### src/rtl/hf_apb_pkg.sv
/*
 * APB bus types and register map of the receiver control block.
 * Only a 4-bit offset is decoded, and transfers have no wait states.
 */

package hf_apb_pkg;

    localparam int APB_AW  = 4;
    localparam int APB_DW  = 32;
    localparam int COUNT_W = 16;

    // Register offsets
    localparam logic [APB_AW-1:0] REG_CTRL  = 4'h0;
    localparam logic [APB_AW-1:0] REG_COUNT = 4'h4;
    localparam logic [APB_AW-1:0] REG_PAIR  = 4'h8;

    typedef struct packed {
        logic              psel;
        logic              penable;
        logic              pwrite;
        logic [APB_AW-1:0] paddr;
        logic [APB_DW-1:0] pwdata;
    } apb_req_t;

    typedef struct packed {
        logic [APB_DW-1:0] prdata;
        logic              pready;
        logic              pslverr;
    } apb_rsp_t;

endpackage

### src/rtl/hf_rx_pkg.sv
/*
 * Datapath types for the HF receive correlator.
 * A window is 64 steps wide, and a report is one signed I/Q byte pair.
 */

package hf_rx_pkg;

    // --------------------------------------------------
    // Sizes
    // --------------------------------------------------

    // Width of one ADC sample
    localparam int SAMPLE_W = 8;

    // Step counter width, which gives 64 steps per window
    localparam int STEP_W = 6;

    // Bits in one serial report, i then q
    localparam int PAIR_W = 16;

    // --------------------------------------------------
    // Types
    // --------------------------------------------------

    // Raw unsigned ADC sample
    typedef logic [SAMPLE_W-1:0] sample_t;

    // Bit order matches the CTRL register layout
    typedef struct packed {
        logic sub_848;
        logic snoop;
        logic enable;
    } rx_mode_t;

    // Window position and step strobe
    typedef struct packed {
        logic [STEP_W-1:0] step;
        logic              step_en;
    } win_phase_t;

    // The i byte sits in the upper half and goes out first
    typedef struct packed {
        logic signed [7:0] i;
        logic signed [7:0] q;
    } corr_pair_t;

endpackage
### src/rtl/hf_rx_xcorr_top.sv
/*
 * Receive path top level, clocked by adc_clk alone.
 * ACC_W sets the correlator sum width and LOW_TIMEOUT the AM release.
 */

`timescale 1ns/100ps

module hf_rx_xcorr_top #(
    parameter int ACC_W       = 14,
    parameter int LOW_TIMEOUT = 4095
) (
    input  logic                 adc_clk,
    input  logic                 rst_n,
    input  hf_apb_pkg::apb_req_t apb_req,
    output hf_apb_pkg::apb_rsp_t apb_rsp,
    input  hf_rx_pkg::sample_t   adc_d,
    output logic                 ssp_clk,
    output logic                 ssp_frame,
    output logic                 ssp_din,
    output logic                 pwr_hi
);

    hf_rx_pkg::rx_mode_t   mode;
    hf_rx_pkg::win_phase_t phase;
    hf_rx_pkg::corr_pair_t pair;
    logic                  pair_valid;
    logic                  am_level;

    // --------------------------------------------------
    // Control and status
    // --------------------------------------------------

    hf_rx_ctrl i_ctrl (
        .adc_clk    (adc_clk),
        .rst_n      (rst_n),
        .apb_req    (apb_req),
        .apb_rsp    (apb_rsp),
        .pair       (pair),
        .pair_valid (pair_valid),
        .mode       (mode),
        .pwr_hi     (pwr_hi)
    );

    // --------------------------------------------------
    // Datapath
    // --------------------------------------------------

    am_hysteresis #(.LOW_TIMEOUT(LOW_TIMEOUT)) i_am_hyst (
        .adc_clk  (adc_clk),
        .rst_n    (rst_n),
        .mode     (mode),
        .adc_d    (adc_d),
        .am_level (am_level)
    );

    iq_correlator #(.ACC_W(ACC_W)) i_corr (
        .adc_clk    (adc_clk),
        .rst_n      (rst_n),
        .mode       (mode),
        .adc_d      (adc_d),
        .am_level   (am_level),
        .phase      (phase),
        .pair       (pair),
        .pair_valid (pair_valid)
    );

    ssp_serializer i_ssp (
        .adc_clk   (adc_clk),
        .rst_n     (rst_n),
        .mode      (mode),
        .phase     (phase),
        .pair      (pair),
        .ssp_clk   (ssp_clk),
        .ssp_frame (ssp_frame),
        .ssp_din   (ssp_din)
    );

endmodule

### src/rtl/ssp_serializer.sv
/*
 * SSP-style serializer, 16 bits per window at one bit per 4 steps.
 * Two 8-bit frames go out, i then q, most significant bit first.
 * The receiver samples data on the falling ssp_clk and cannot stall.
 */

`timescale 1ns/100ps

module ssp_serializer (
    input  logic                  adc_clk,
    input  logic                  rst_n,
    input  hf_rx_pkg::rx_mode_t   mode,
    input  hf_rx_pkg::win_phase_t phase,
    input  hf_rx_pkg::corr_pair_t pair,
    output logic                  ssp_clk,
    output logic                  ssp_frame,
    output logic                  ssp_din
);

    logic [hf_rx_pkg::PAIR_W-1:0] shreg;
    logic                         load_q;
    logic                         rise_step;
    logic                         fall_step;
    logic                         frame_step;

    // --------------------------------------------------
    // Step decode
    // --------------------------------------------------

    assign rise_step = (phase.step[1:0] == 2'b00);
    assign fall_step = (phase.step[1:0] == 2'b10);

    // Steps 0..3 open the i frame, steps 32..35 open the q frame
    assign frame_step = (phase.step[5:2] == 4'b0000) || (phase.step[5:2] == 4'b1000);

    // --------------------------------------------------
    // Serial clock, frame and shift register
    // --------------------------------------------------

    always_ff @(posedge adc_clk or negedge rst_n)
    begin
        if (!rst_n)
        begin
            ssp_clk   <= 1'b0;
            ssp_frame <= 1'b0;
            load_q    <= 1'b0;
            shreg     <= '0;
        end
        else if (!mode.enable)
        begin
            // Idle bus while the datapath is stopped
            ssp_clk   <= 1'b0;
            ssp_frame <= 1'b0;
            load_q    <= 1'b0;
            shreg     <= '0;
        end
        else
        begin
            // The pair registered at the step-0 edge is on the port one
            // cycle later, which is never a shift cycle, so it loads then
            load_q <= phase.step_en && (phase.step == '0);
            if (load_q)
                shreg <= pair;

            if (phase.step_en)
            begin
                ssp_frame <= frame_step;
                if (rise_step)
                begin
                    ssp_clk <= 1'b1;
                    // Step 0 brings a fresh word, so no shift there
                    if (phase.step != '0)
                        shreg <= {shreg[hf_rx_pkg::PAIR_W-2:0], 1'b0};
                end
                else if (fall_step)
                begin
                    ssp_clk <= 1'b0;
                end
            end
        end
    end

    // Data is stable across the falling edge of ssp_clk
    assign ssp_din = shreg[hf_rx_pkg::PAIR_W-1];

endmodule

### src/rtl/iq_correlator.sv
/*
 * I/Q correlator over a 64-step window against square references.
 * ACC_W must be at least 9; the report takes the top 8 accumulator bits,
 * or the top 7 plus the AM level in snoop mode.
 */

`timescale 1ns/100ps

module iq_correlator #(
    parameter int ACC_W = 14
) (
    input  logic                  adc_clk,
    input  logic                  rst_n,
    input  hf_rx_pkg::rx_mode_t   mode,
    input  hf_rx_pkg::sample_t    adc_d,
    input  logic                  am_level,
    output hf_rx_pkg::win_phase_t phase,
    output hf_rx_pkg::corr_pair_t pair,
    output logic                  pair_valid
);

    logic                           half_q;
    logic                           step_en;
    logic                           win_end;
    logic [hf_rx_pkg::STEP_W-1:0]   step_q;
    logic signed [ACC_W-1:0]        samp_ext;
    logic signed [ACC_W-1:0]        acc_i;
    logic signed [ACC_W-1:0]        acc_q;
    logic                           am_mid;
    logic                           am_end;

    // --------------------------------------------------
    // Window phase
    // --------------------------------------------------

    // Toggles every cycle so that 424 kHz mode steps on alternate cycles
    always_ff @(posedge adc_clk or negedge rst_n)
    begin
        if (!rst_n)
            half_q <= 1'b0;
        else if (!mode.enable)
            half_q <= 1'b0;
        else
            half_q <= ~half_q;
    end

    assign step_en = mode.enable && (mode.sub_848 || half_q);
    assign win_end = step_en && (step_q == '0);

    always_ff @(posedge adc_clk or negedge rst_n)
    begin
        if (!rst_n)
            step_q <= '0;
        else if (!mode.enable)
            step_q <= '0;
        else if (step_en)
            step_q <= step_q + 1'b1;
    end

    assign phase.step    = step_q;
    assign phase.step_en = step_en;

    // --------------------------------------------------
    // Accumulators
    // --------------------------------------------------

    // Sample is unsigned, so it is zero extended before the signed sum
    assign samp_ext = {{(ACC_W-hf_rx_pkg::SAMPLE_W){1'b0}}, adc_d};

    // I reference flips every 8 steps, Q is the same square shifted by 4
    always_ff @(posedge adc_clk or negedge rst_n)
    begin
        if (!rst_n)
        begin
            acc_i <= '0;
            acc_q <= '0;
        end
        else if (!mode.enable)
        begin
            acc_i <= '0;
            acc_q <= '0;
        end
        else if (win_end)
        begin
            // Step 0 has a positive weight on both references
            acc_i <= samp_ext;
            acc_q <= samp_ext;
        end
        else if (step_en)
        begin
            acc_i <= step_q[3] ? acc_i - samp_ext : acc_i + samp_ext;
            acc_q <= (step_q[3] == step_q[2]) ? acc_q + samp_ext : acc_q - samp_ext;
        end
    end

    // --------------------------------------------------
    // AM samples for snoop reports
    // --------------------------------------------------

    // am_mid is taken at mid window, am_end at each window end
    always_ff @(posedge adc_clk or negedge rst_n)
    begin
        if (!rst_n)
        begin
            am_mid <= 1'b0;
            am_end <= 1'b0;
        end
        else
        begin
            if (step_en && (step_q == 6'd31))
                am_mid <= am_level;
            if (win_end)
                am_end <= am_level;
        end
    end

    // --------------------------------------------------
    // Report
    // --------------------------------------------------

    // The i LSB reads am_end before it is overwritten on this edge
    always_ff @(posedge adc_clk)
    begin
        if (win_end)
        begin
            if (mode.snoop)
            begin
                pair.i <= {acc_i[ACC_W-1 -: 7], am_end};
                pair.q <= {acc_q[ACC_W-1 -: 7], am_mid};
            end
            else
            begin
                pair.i <= acc_i[ACC_W-1 -: 8];
                pair.q <= acc_q[ACC_W-1 -: 8];
            end
        end
    end

    // Strobe lines up with the new pair on the port
    always_ff @(posedge adc_clk or negedge rst_n)
    begin
        if (!rst_n)
            pair_valid <= 1'b0;
        else
            pair_valid <= win_end;
    end

endmodule

### src/rtl/am_hysteresis.sv
/*
 * Hysteresis slicer for reader AM seen in snoop mode.
 * Only full-scale samples move the level. A long low run is released after
 * LOW_TIMEOUT cycles, which must fit in 12 bits.
 */

`timescale 1ns/100ps

module am_hysteresis #(
    parameter int LOW_TIMEOUT = 4095
) (
    input  logic                adc_clk,
    input  logic                rst_n,
    input  hf_rx_pkg::rx_mode_t mode,
    input  hf_rx_pkg::sample_t  adc_d,
    output logic                am_level
);

    localparam logic [11:0] TIMEOUT_CNT = 12'(LOW_TIMEOUT);

    // Consecutive cycles spent low
    logic [11:0] low_cnt;

    always_ff @(posedge adc_clk or negedge rst_n)
    begin
        if (!rst_n)
        begin
            am_level <= 1'b1;
            low_cnt  <= '0;
        end
        else if (mode.enable)
        begin
            // Clipped high means carrier on, clipped low means a reader gap
            if (&adc_d)
                am_level <= 1'b1;
            else if (~|adc_d)
                am_level <= 1'b0;

            // The timeout wins over the sample so a stuck low always ends
            if (am_level)
            begin
                low_cnt <= '0;
            end
            else if (low_cnt == TIMEOUT_CNT)
            begin
                low_cnt  <= '0;
                am_level <= 1'b1;
            end
            else
            begin
                low_cnt <= low_cnt + 1'b1;
            end
        end
    end

endmodule

### src/rtl/hf_rx_ctrl.sv
/*
 * APB register block for the receiver.
 * Writes land at the access-phase edge, reads are combinational, and pready
 * is tied high. Writes to the read-only offsets are dropped without error.
 */

`timescale 1ns/100ps

module hf_rx_ctrl (
    input  logic                  adc_clk,
    input  logic                  rst_n,
    input  hf_apb_pkg::apb_req_t  apb_req,
    output hf_apb_pkg::apb_rsp_t  apb_rsp,
    input  hf_rx_pkg::corr_pair_t pair,
    input  logic                  pair_valid,
    output hf_rx_pkg::rx_mode_t   mode,
    output logic                  pwr_hi
);

    logic                           ctrl_wr;
    logic                           bad_addr;
    logic [hf_apb_pkg::APB_DW-1:0]  rd_data;
    logic [hf_apb_pkg::COUNT_W-1:0] win_cnt;
    hf_rx_pkg::corr_pair_t          last_pair;

    // --------------------------------------------------
    // Write side
    // --------------------------------------------------

    // Only CTRL is writable
    assign ctrl_wr = apb_req.psel && apb_req.penable && apb_req.pwrite &&
                     (apb_req.paddr == hf_apb_pkg::REG_CTRL);

    always_ff @(posedge adc_clk or negedge rst_n)
    begin
        if (!rst_n)
        begin
            mode <= '0;
        end
        else if (ctrl_wr)
        begin
            // Bit 0 enable, bit 1 snoop, bit 2 sub_848
            mode <= hf_rx_pkg::rx_mode_t'(apb_req.pwdata[2:0]);
        end
    end

    // Carrier stays on while receiving, and goes off in snoop mode
    // so that another reader's field can be observed
    always_ff @(posedge adc_clk or negedge rst_n)
    begin
        if (!rst_n)
        begin
            pwr_hi <= 1'b0;
        end
        else
        begin
            pwr_hi <= mode.enable && !mode.snoop;
        end
    end

    // --------------------------------------------------
    // Status registers
    // --------------------------------------------------

    // Window count wraps at 16 bits; the pair is held for software
    always_ff @(posedge adc_clk or negedge rst_n)
    begin
        if (!rst_n)
        begin
            win_cnt   <= '0;
            last_pair <= '0;
        end
        else if (pair_valid)
        begin
            win_cnt   <= win_cnt + 1'b1;
            last_pair <= pair;
        end
    end

    // --------------------------------------------------
    // Read side
    // --------------------------------------------------

    always_comb
    begin
        rd_data  = '0;
        bad_addr = 1'b0;
        case (apb_req.paddr)
            hf_apb_pkg::REG_CTRL:  rd_data[2:0] = mode;
            hf_apb_pkg::REG_COUNT: rd_data[hf_apb_pkg::COUNT_W-1:0] = win_cnt;
            hf_apb_pkg::REG_PAIR:  rd_data[hf_rx_pkg::PAIR_W-1:0] = last_pair;
            default:               bad_addr = 1'b1;
        endcase
    end

    // Error is flagged only in the access phase of a transfer
    always_comb
    begin
        apb_rsp.prdata  = rd_data;
        apb_rsp.pready  = 1'b1;
        apb_rsp.pslverr = apb_req.psel && apb_req.penable && bad_addr;
    end

endmodule

### config.mk
export PLATFORM = sky130hd
export DESIGN_NAME = hf_rx_xcorr_top
export DESIGN_NICKNAME = d
export VERILOG_FILES = /design/src/rtl/hf_apb_pkg.sv /design/src/rtl/hf_rx_pkg.sv /design/src/rtl/hf_rx_xcorr_top.sv /design/src/rtl/ssp_serializer.sv /design/src/rtl/iq_correlator.sv /design/src/rtl/am_hysteresis.sv /design/src/rtl/hf_rx_ctrl.sv
export SDC_FILE = /design/constraint.sdc
export NUM_CORES = 1
export LEC_CHECK = 0
export BUFFER_PORTS_ARGS = -buffer_cell sky130_fd_sc_hd__buf_2
export CAP_MARGIN = 10
export CORE_AREA = 2 2 137 139
export CTS_BUF_LIST = sky130_fd_sc_hd__clkbuf_8
export CTS_CLUSTER_DIAMETER = 40
export CTS_CLUSTER_SIZE = 8
export DETAILED_ROUTE_END_ITERATION = 10
export DIE_AREA = 0 0 139 141
export HOLD_SLACK_MARGIN = 0.15
export PLACE_DENSITY = 0.65
export SLEW_MARGIN = 40
export SYNTH_ARGS = -nofsm -noshare
export SYNTH_HDL_FRONTEND = slang
export SYNTH_SLANG_ARGS = --single-unit
### constraint.sdc
create_clock -name adc_clk -period 4.2 [get_ports adc_clk]
set_clock_uncertainty 0.05 [all_clocks]
set_input_delay 0.63 -clock adc_clk [delete_from_list [all_inputs] [get_ports adc_clk]]
set_output_delay 0.63 -clock adc_clk [all_outputs]
set_load 0.1 [all_outputs]
# Word-level counts from Yosys, hierarchy flattened
# Cells that the tools add are included.
[word_totals] in_bits=49 out_inout_bits=38 reg_bits=122 wordCells=93
[classes] n_reduce_logical=20 add_sub_neg=7 bitwise_logic=1 n_eq_ne=10 muxes=33
[ops] operator="$mux W14" count=8
[ops] operator="$mux W16" count=5
[ops] operator="$add A14 B9 Y14" count=2
[ops] operator="$sub A14 B9 Y14" count=2
[ops] operator="$pmux W13 S2" count=1
[ops] operator="$mux W12" count=2
[ops] operator="$add A16 B1 Y16 const B" count=1
[ops] operator="$mux W1" count=13
[ops] operator="$add A12 B1 Y12 const B" count=1
[ops] operator="$eq A12 B12 Y1 const B" count=1
[ops] operator="$mux W6" count=2
[ops] operator="$mux W9" count=1
[ops] operator="$pmux W3 S3" count=1
[ops] operator="$eq A4 B4 Y1 const B" count=2
[ops] operator="$logic_and A1 B1 Y1" count=8
[ops] operator="$logic_not A4 Y1" count=2
[ops] operator="$reduce_and A8 Y1" count=1
[ops] operator="$reduce_or A8 Y1" count=1
[ops] operator="$add A6 B1 Y6 const B" count=1
[ops] operator="$eq A6 B5 Y1 const B" count=1
[ops] operator="$logic_not A6 Y1" count=1
[ops] operator="$ne A3 B1 Y1 const B" count=2
[ops] operator="$reduce_bool A6 Y1" count=1
[ops] operator="$eq A4 B3 Y1 const B" count=1
[ops] operator="other kinds (9)" count=10

# Longest topological paths before layout
# Gate-level depths: netlist of run 1.
[depth] word_depth=5 mapped_depth=15 mapped_depth_nobuf=14

# Hierarchy
# A second synthesis of run 1 with hierarchy kept.
[hier_totals] cells_unflattened=703 hier_area_um2=7300.8
[modules_own_cells] mod="iq_correlator" area_per_inst_um2=3674.8 n_inst=1 cells_per_inst=392 seq_area_each_um2=1431.4
[modules_own_cells] mod="hf_rx_ctrl" area_per_inst_um2=1839.3 n_inst=1 cells_per_inst=153 seq_area_each_um2=900.9
[modules_own_cells] mod="ssp_serializer" area_per_inst_um2=1048.5 n_inst=1 cells_per_inst=86 seq_area_each_um2=475.5
[modules_own_cells] mod="am_hysteresis" area_per_inst_um2=738.2 n_inst=1 cells_per_inst=72 seq_area_each_um2=326.6

# Least setup slack after synthesis of run 1
# No wires, ideal clock.
[synth_timing] path_kind="input port to output port" start="in apb_req[34] (netlist bit)" end="out apb_rsp[2] (netlist bit)" t_required_ns=3.520 stages=4 slack_ns=0.452 arrival_ns=3.068 n_path_buf=1 path_cell_list="buf_2 > nor2b_1 > a21oi_1 > nor3_1"
[synth_lines] item="start, declared" line="hf_rx_xcorr_top.sv:14" source="input hf_apb_pkg::apb_req_t apb_req,"
[synth_lines] item="end, declared" line="hf_rx_xcorr_top.sv:15" source="output hf_apb_pkg::apb_rsp_t apb_rsp,"

# Final worst setup path of run 1
[layout_timing] start="reg i_corr.step_q[3] (netlist bit)" end="reg i_corr.acc_q[8]"
[layout_via] elab_chain_len=5 elab_cells_between_ends=8 classes_between="eq/ne (2); mux (4); reduce/logical (2)"
[layout_lines] item="start, declared" line="iq_correlator.sv:25" source="logic [hf_rx_pkg::STEP_W-1:0] step_q;"
[layout_lines] item="start signal, assigned" line="iq_correlator.sv:57" source="step_q <= step_q + 1'b1;"
[layout_lines] item="$eq A1 B1 Y1" line="iq_correlator.sv:92" source="acc_q <= (step_q[3] == step_q[2]) ? acc_q + samp_ext : acc_q - samp_ext;"
[layout_lines] item="$mux W14" line="iq_correlator.sv:92"
[layout_lines] item="$mux W14" line="iq_correlator.sv:89" source="else if (step_en)"
[layout_lines] item="$mux W14" line="iq_correlator.sv:83" source="else if (win_end)"
[layout_lines] item="$mux W14" line="iq_correlator.sv:78" source="else if (!mode.enable)"
[layout_lines] item="end signal, assigned" line="iq_correlator.sv:87" source="acc_q <= samp_ext;"
[layout_lines] item="end signal, assigned" line="iq_correlator.sv:92"
[layout_lines] item="end, declared" line="iq_correlator.sv:28" source="logic signed [ACC_W-1:0] acc_q;"
# Several ways; a longest one is shown, not always the timed one. The select of a mux whose other input is x is not followed.
# A chain may end at the register's enable or synchronous reset.

==> results.toml, run 1 <==
[run_status]
status = "finished clean"

[worst_setup_path]
setup.worst_path.class = "flop to flop"
critPathRequiredTime_ns = 4.47
slowest_stage = "dfrtp_1"
cpLargestDelayFamily = "compound AO/OA/AOI/OAI gates"
endpoint_kind = "flop"
path_buf_inv = 1
crit_path_start_kind = "flop"
cp_num_cells = 12
reg2regPathDepth = 12
path_cells = "inv_1 -> ha_1 -> nand2b_1 -> xnor2_1 -> ha_1 -> nor2b_1 -> o21a_1 -> o21a_1 -> o211ai_2 -> a21boi_1 -> or3_1 -> a32o_1"
arrival_ns = 3.80
ff2ff_setup_slack_ns = 0.67
cpPeakStageDelay_ns = 0.59
cp_max_fo = 12

[pwr]
p_total_w = 0.00303
power_density_nw_per_um2 = 385
leakage_nw = 3.71
peakVddDrop_v = 0.000265

[cts]
cts_resized = 0
clk_latency_ns = 0.44
htreeDepth = 4
cts_setup_buffers = 0
clk_pin_slew_worst_paths_ns = 0.07
cts_buffers = 17
clock_path_buffers = 2
cts.sinks = 122
hold_buffers = 0
cts_tree = "built"
cts-root-buf = "clkbuf_8"

[floorplanning]
die_x_um = 139
initial_core_util_pct = 39.1
io-pin-count = 87
die_y_um = 141
core_um2 = 18300
design.die.area_um2 = 19600
row_count = 50

[place]
io_buffers = 40
place_congestion = 0.842
dpl.hpwl_um = 10300

[synthesis]
synth_top_family_by_area = "compound AO/OA/AOI/OAI gates"
synth-compound-area-share_pct = 16.2
ys_seq_area_share_pct = 43.9
synth_fa_ha_area_share_pct = 6.52
ys.flop_type = "dfrtp_1"
synth-seq-cells = 122
syn_area_per_cell_um2 = 10.1
synthArstFlopShare_pct = 86.9
netlist.area_leader.share_pct = 36.8
synth.distinct_cells = 68
synth.area.top_cells = "dfrtp_1, edfxtp_1, ha_1, mux2_2, xnor2_1"
yosysTopAreaCell = "dfrtp_1"
synthMuxAreaShare_pct = 6.78
synth-simple-area-share_pct = 15.0
synth.cell_area_um2 = 7140
yosys.area_share.xor_xnor_pct = 6.49
synth-edff-count = 16
synthTopCellsByCount = "dfrtp_1, nand2_1, nor2_1"
yosys_warnings = 0
synth_cells = 710
yosys.cell_count.top_type = "dfrtp_1"

[detailed_routing]
drt-total-wl_um = 14300
antenna_left = 0
via_count = 5121
via_per_inst = 5.18
top_layer = "met4"
wl_per_cell_um = 14.5
drc = 0
firstDrtPassIters = 5
wl_met2_um = 6650
wl_met3_um = 497
drtIter0Drc = 318
m1WireLength_um = 7010

[timing]
min_period_ns = 3.53
worst_pin_slew_ns = 0.797
min_period_over_period_pct = 84.2
fin_tns_setup_ns = 0
timing.fmax_ghz = 0.283
slew_headroom_pct = 46.9
rsz0062_at_grt = "false"
setup_viol = 0
hold_viol_final = 0
slew_viol_final = 0

[global_routing]
antenna_found_initial = 0
grt_pass1_vias = 5017
grt_use_total_pct = 15.2
overflow = 0
grt_max_degree = 64
grt_pass1_wl_um = 24700

[finish]
final_nets = 826
layout-drive-gt1-share_pct = 16.6
antenna_cells = 0
regArea_um2 = 3140
fillers = 1786
multi_input_area_um2 = 3720
area_growth_pct = 10.3

[worst_hold_path]
hold_class = "input port to asynchronous set/reset pin"

[run]
cap_violations = 0
## logic make-up (layout without fill, tap and decap cells)
kind of cell             count (synthesis)  after routing
XOR/XNOR                                52             52
multiplexers                            45             45
flip-flops                             122            122
AO/OA/AOI/OAI                          168            168
AND/OR/NAND/NOR                        216            216
other                                    2             17
buffers and inverters                   69             98
adder cells (fa/ha/maj)                 36             36
## sequential cells by signal (all words and copies together), names as in the netlist
signal	cells
i_ctrl.pwr_hi	1
i_corr.acc_i	14
i_ctrl.last_pair	16
i_ssp.shreg	16
i_corr.half_q	1
i_ssp.ssp_clk	1
i_am_hyst.low_cnt	12
i_corr.pair_valid	1
i_corr.step_q	6
i_corr.am_end	1
i_am_hyst.am_level	1
i_ctrl.win_cnt	16
i_corr.pair	16
i_corr.acc_q	14
i_ctrl.mode	3
i_ssp.ssp_frame	1
i_ssp.load_q	1
i_corr.am_mid	1
## per-layer routing
metal  vias to the layer above  global-route usage (%)
li1                       2569                       -
met1                      2452                    20.5
met2                        90                    24.9
met3                        10                    3.36
met4                         0                    4.31
met5                         -                       0
## placed cells by master, fill, tap and decap left out, drive strengths merged, types with 15 or more instances in the layout
master | Yosys | final
a21oi | 31 | 31
a22o | 15 | 15
buf | 27 | 47
clkbuf | 23 | 17
conb | 2 | 17
dfrtp | 105 | 105
edfxtp | 16 | 16
ha | 34 | 34
inv | 19 | 25
mux2 | 27 | 27
mux2i | 18 | 18
nand2 | 76 | 76
nand3 | 18 | 18
nor2 | 45 | 45
o211a | 17 | 17
o21ai | 44 | 44
xnor2 | 34 | 34
xor2 | 18 | 18
## metrics by stage
step | cells | cell area [µm²] | hold slack (ns) | worst slack [ns] | util [%]
final | 988 | 7870 | 0.182 | 0.666 | 43.1
after global routing | 988 | 7870 | 0.227 | 0.411 | 43.1
after CTS | 988 | 7870 | 0.194 | 0.668 | 43.1
after detailed placement | 956 | 7480 | 0.391 | 0.631 | 40.9
after global placement | 956 | 7470 | 0.382 | 0.654 | 40.9
after floorplan | 725 | 7190 | 0.284 | 0.452 | -
## final cells by class
cell class              instances  share of cell area (%)
flip-flops and latches        122                    39.8
multi-input cells             534                    47.3
inverters                      19                   0.906
clock inverters                15                    2.07
repair buffers                 47                    3.24
well taps                     234                    3.72
clock buffers                  17                    2.97
## power breakdown
group | internal [W] | switching, W | total, W
sequential | 0.00131 | 0.0000927 | 0.00141
clock | 0.000537 | 0.000517 | 0.00105
combinational | 0.000196 | 0.000373 | 0.000569
total | 0.00205 | 0.000982 | 0.00303
## worst paths after layout
path                                        end        startpoint
max                             i_corr.acc_q[8]  i_corr.step_q[3]
min                        i_am_hyst.low_cnt[9]             rst_n
max reg2reg                     i_corr.acc_q[8]  i_corr.step_q[3]
min reg2reg                       i_corr.half_q     i_corr.half_q
max in group asynchronous    i_am_hyst.am_level             rst_n
min in group adc_clk             i_ctrl.mode[2]        apb_req[2]
No activity file was read; power rests on OpenSTA's default activity.
==> run 2, diff against run 1 <==
Settings changed: ABC_AREA set to 1, CORE_AREA 2 2 137 139 to 2 2 141 143, DIE_AREA 0 0 139 141 to 0 0 143 145, PLACE_DENSITY 0.65 to 0.64.
Clock period 4.2 ns to 3.69 ns, I/O delays scaled along.
==> run 2 against run 1 <==
Compared with the run above:
- flip-flop and latch count stayed put
- clock-buffer cell count is 3 higher
- total power is 140% higher
- combinational power grew to 6.6 times the previous value
- via count is 21% higher
- routed wire length is 16% higher
- hold slack better by 0.087 ns
- final cell count is 32% higher
- global-route usage is 1.6 points higher
- die area is 5.8% higher
- first-iteration DRC count is 3.8% higher
- utilization is 0.56 points higher
- critical path type unchanged
- largest power group is now combinational logic
==> results.toml, run 2 <==
[run_status]
status = "finished clean"

[finish]
layout-drive-gt1-share_pct = 10.7
final_util_pct = 43.7
area_growth_pct = 11.6
final_cell_mix = "nand2_1, inv_1, dfrtp_1"
final_nets = 1114
antenna_cells = 0
fillers = 1894
final_common_cell = "nand2_1"

[timing]
whs_ns = 0.268
timing.fmax_ghz = 0.326
min_period_over_period_pct = 83.2
worst_pin_slew_ns = 0.645
slew_headroom_pct = 57.0
slew_viol_final = 0
rsz0062_at_grt = "false"
setup_viol = 0
min_period_ns = 3.07
hold_viol_final = 0

[worst_setup_path]
arrival_ns = 3.36
setup.worst_path.class = "flop to flop"
critPathRequiredTime_ns = 3.98
endpoint_kind = "flop"
crit_path_start_kind = "flop"
cp_max_fo = 10

[detailed_routing]
drc = 0
via_per_inst = 4.75
drtIter0Drc = 330
drt-total-wl_um = 16600
via_count = 6205
antenna_left = 0
wl_per_cell_um = 12.7
firstDrtPassIters = 5

[synthesis]
yosysTopAreaCell = "dfrtp_1"
synthArstFlopShare_pct = 86.9
syn_area_per_cell_um2 = 7.63
synthTopCellsByCount = "nand2_1, inv_1, dfrtp_1"
ys.flop_type = "dfrtp_1"
synth_cells = 984
netlist.area_leader.share_pct = 35.0
ys_seq_area_share_pct = 41.7
synth-seq-cells = 122
yosys.cell_count.top_type = "nand2_1"
synth-edff-count = 16
synth.area.top_cells = "dfrtp_1, nand2_1, inv_1, edfxtp_1, o21ai_0"
yosys_warnings = 0
synth.cell_area_um2 = 7510
synth.distinct_cells = 52

[floorplanning]
core_um2 = 19200
row_count = 51
initial_core_util_pct = 39.1
io-pin-count = 87
die_x_um = 143
design.die.area_um2 = 20700
die_y_um = 145

[pwr]
p_comb_share_pct = 51.9
leakage_nw = 4.28
power.switching_w = 0.00343
power_frac_seq_pct = 30.3
peakVddDrop_v = 0.000273
p_int_w = 0.00386
switching_share_pct = 47.1
power_density_nw_per_um2 = 869
clock_power_share_pct = 17.8

[cts]
cts-root-buf = "clkbuf_8"
cts.sinks = 122
clk_latency_ns = 0.45
cts_buffers = 17
cts_tree = "built"
clock_path_buffers = 2
htreeDepth = 4
clk_pin_slew_worst_paths_ns = 0.08

[place]
place_congestion = 0.865
dpl.hpwl_um = 12400
io_buffers = 40

[global_routing]
antenna_found_initial = 0
grt_use_total_pct = 16.8
overflow = 0
grt_max_degree = 58
grt_pass1_wl_um = 28000
grt_pass1_vias = 5884

[run]
cap_violations = 0

[worst_hold_path]
hold_class = "input port to flop"
## run 2: kinds of logic (layout without fill, tap and decap cells)
group / after synthesis / in the layout / synth area share [%]
buf+inv: 181 / 224 / 10.3
flops: 122 / 122 / 41.7
mux: 2 / 2 / 0.266
xor+xnor: 25 / 25 / 2.91
compound gates: 166 / 166 / 12.9
simple gates: 450 / 450 / 25.6
fa+ha+maj: 36 / 36 / 6.20
other cells: 2 / 17 / 0.100
## run 2: critical path, cell delays in order, from the launching register on
cell      delay, ns
dfrtp_1        0.52
clkinv_1       0.14
ha_1           0.47
clkinv_1       0.28
o21ai_0        0.28
ha_1           0.30
or2_2          0.32
nand3_1        0.17
nand2_1        0.10
nand2_1        0.09
nand4_1        0.08
nand3_1        0.10
nand2_1        0.05
## run 2: stage by stage
step                power, W  std cells  TNS, ns  worst slack [ns]  cell area, µm²
global route         0.00799       1307        0             0.383            8390
floorplan            0.00518        999   -0.514            -0.171            7570
detailed placement   0.00600       1274        0             0.691            7940
CTS                  0.00733       1307        0             0.655            8380
finish               0.00729       1307        0             0.621            8390
global placement     0.00593       1274        0             0.732            7940
## run 2: area by class of cell
class	count	area (µm²)	area share (%)
Clock inverter	12	159	1.89
Clock buffer	20	275	3.28
Timing Repair Buffer	47	274	3.27
Inverter	145	551	6.57
Sequential cell	122	3140	37.4
Tap cell	265	332	3.95
Multi-Input combinational cell	696	3660	43.6
## run 2: path summary, 6_finish.rpt
kind,startpoint,endpoint,slack (ns),depth (start not counted)
setup / recovery,i_corr.step_q[3],i_corr.acc_q[9],0.62,12
hold / removal,apb_req[2],i_ctrl.mode[2],0.27,3
setup reg to reg,i_corr.step_q[3],i_corr.acc_q[9],0.62,12
hold reg to reg,i_ctrl.win_cnt[13],i_ctrl.win_cnt[13],0.43,2
max in group asynchronous,rst_n,i_am_hyst.am_level,2.30,3
min in group asynchronous,rst_n,i_ctrl.last_pair[13],0.58,2
## run 2: per-layer routing
metal	global-route usage [%]	routed length, µm	up-vias	share of wire [%]
li1	-	-	3231	-
met1	22.9	8150	2852	49
met2	26.7	7630	102	46
met3	3.73	631	20	3.8
met4	5.15	225	0	1.4
met5	0	0	-	0
## run 2: power groups by stage
| stage | registers [W] | clock network (W) | logic [W] |
|---|---|---|---|
| final | 0.00221 | 0.00130 | 0.00378 |
| after global routing | 0.00227 | 0.00139 | 0.00433 |
| after CTS | 0.00221 | 0.00133 | 0.00380 |
| after floorplan | 0.00220 | 0 | 0.00297 |
| after global placement | 0.00222 | 0 | 0.00371 |
| after detailed placement | 0.00223 | 0 | 0.00377 |
## run 2: timing repair
| action | CTS | global route |
|---|---|---|
| hold endpoints to repair | 47 | 0 |
| gates resized for setup | 0 | 0 |
| setup buffers | 0 | 0 |
| hold buffers | 1 | 0 |
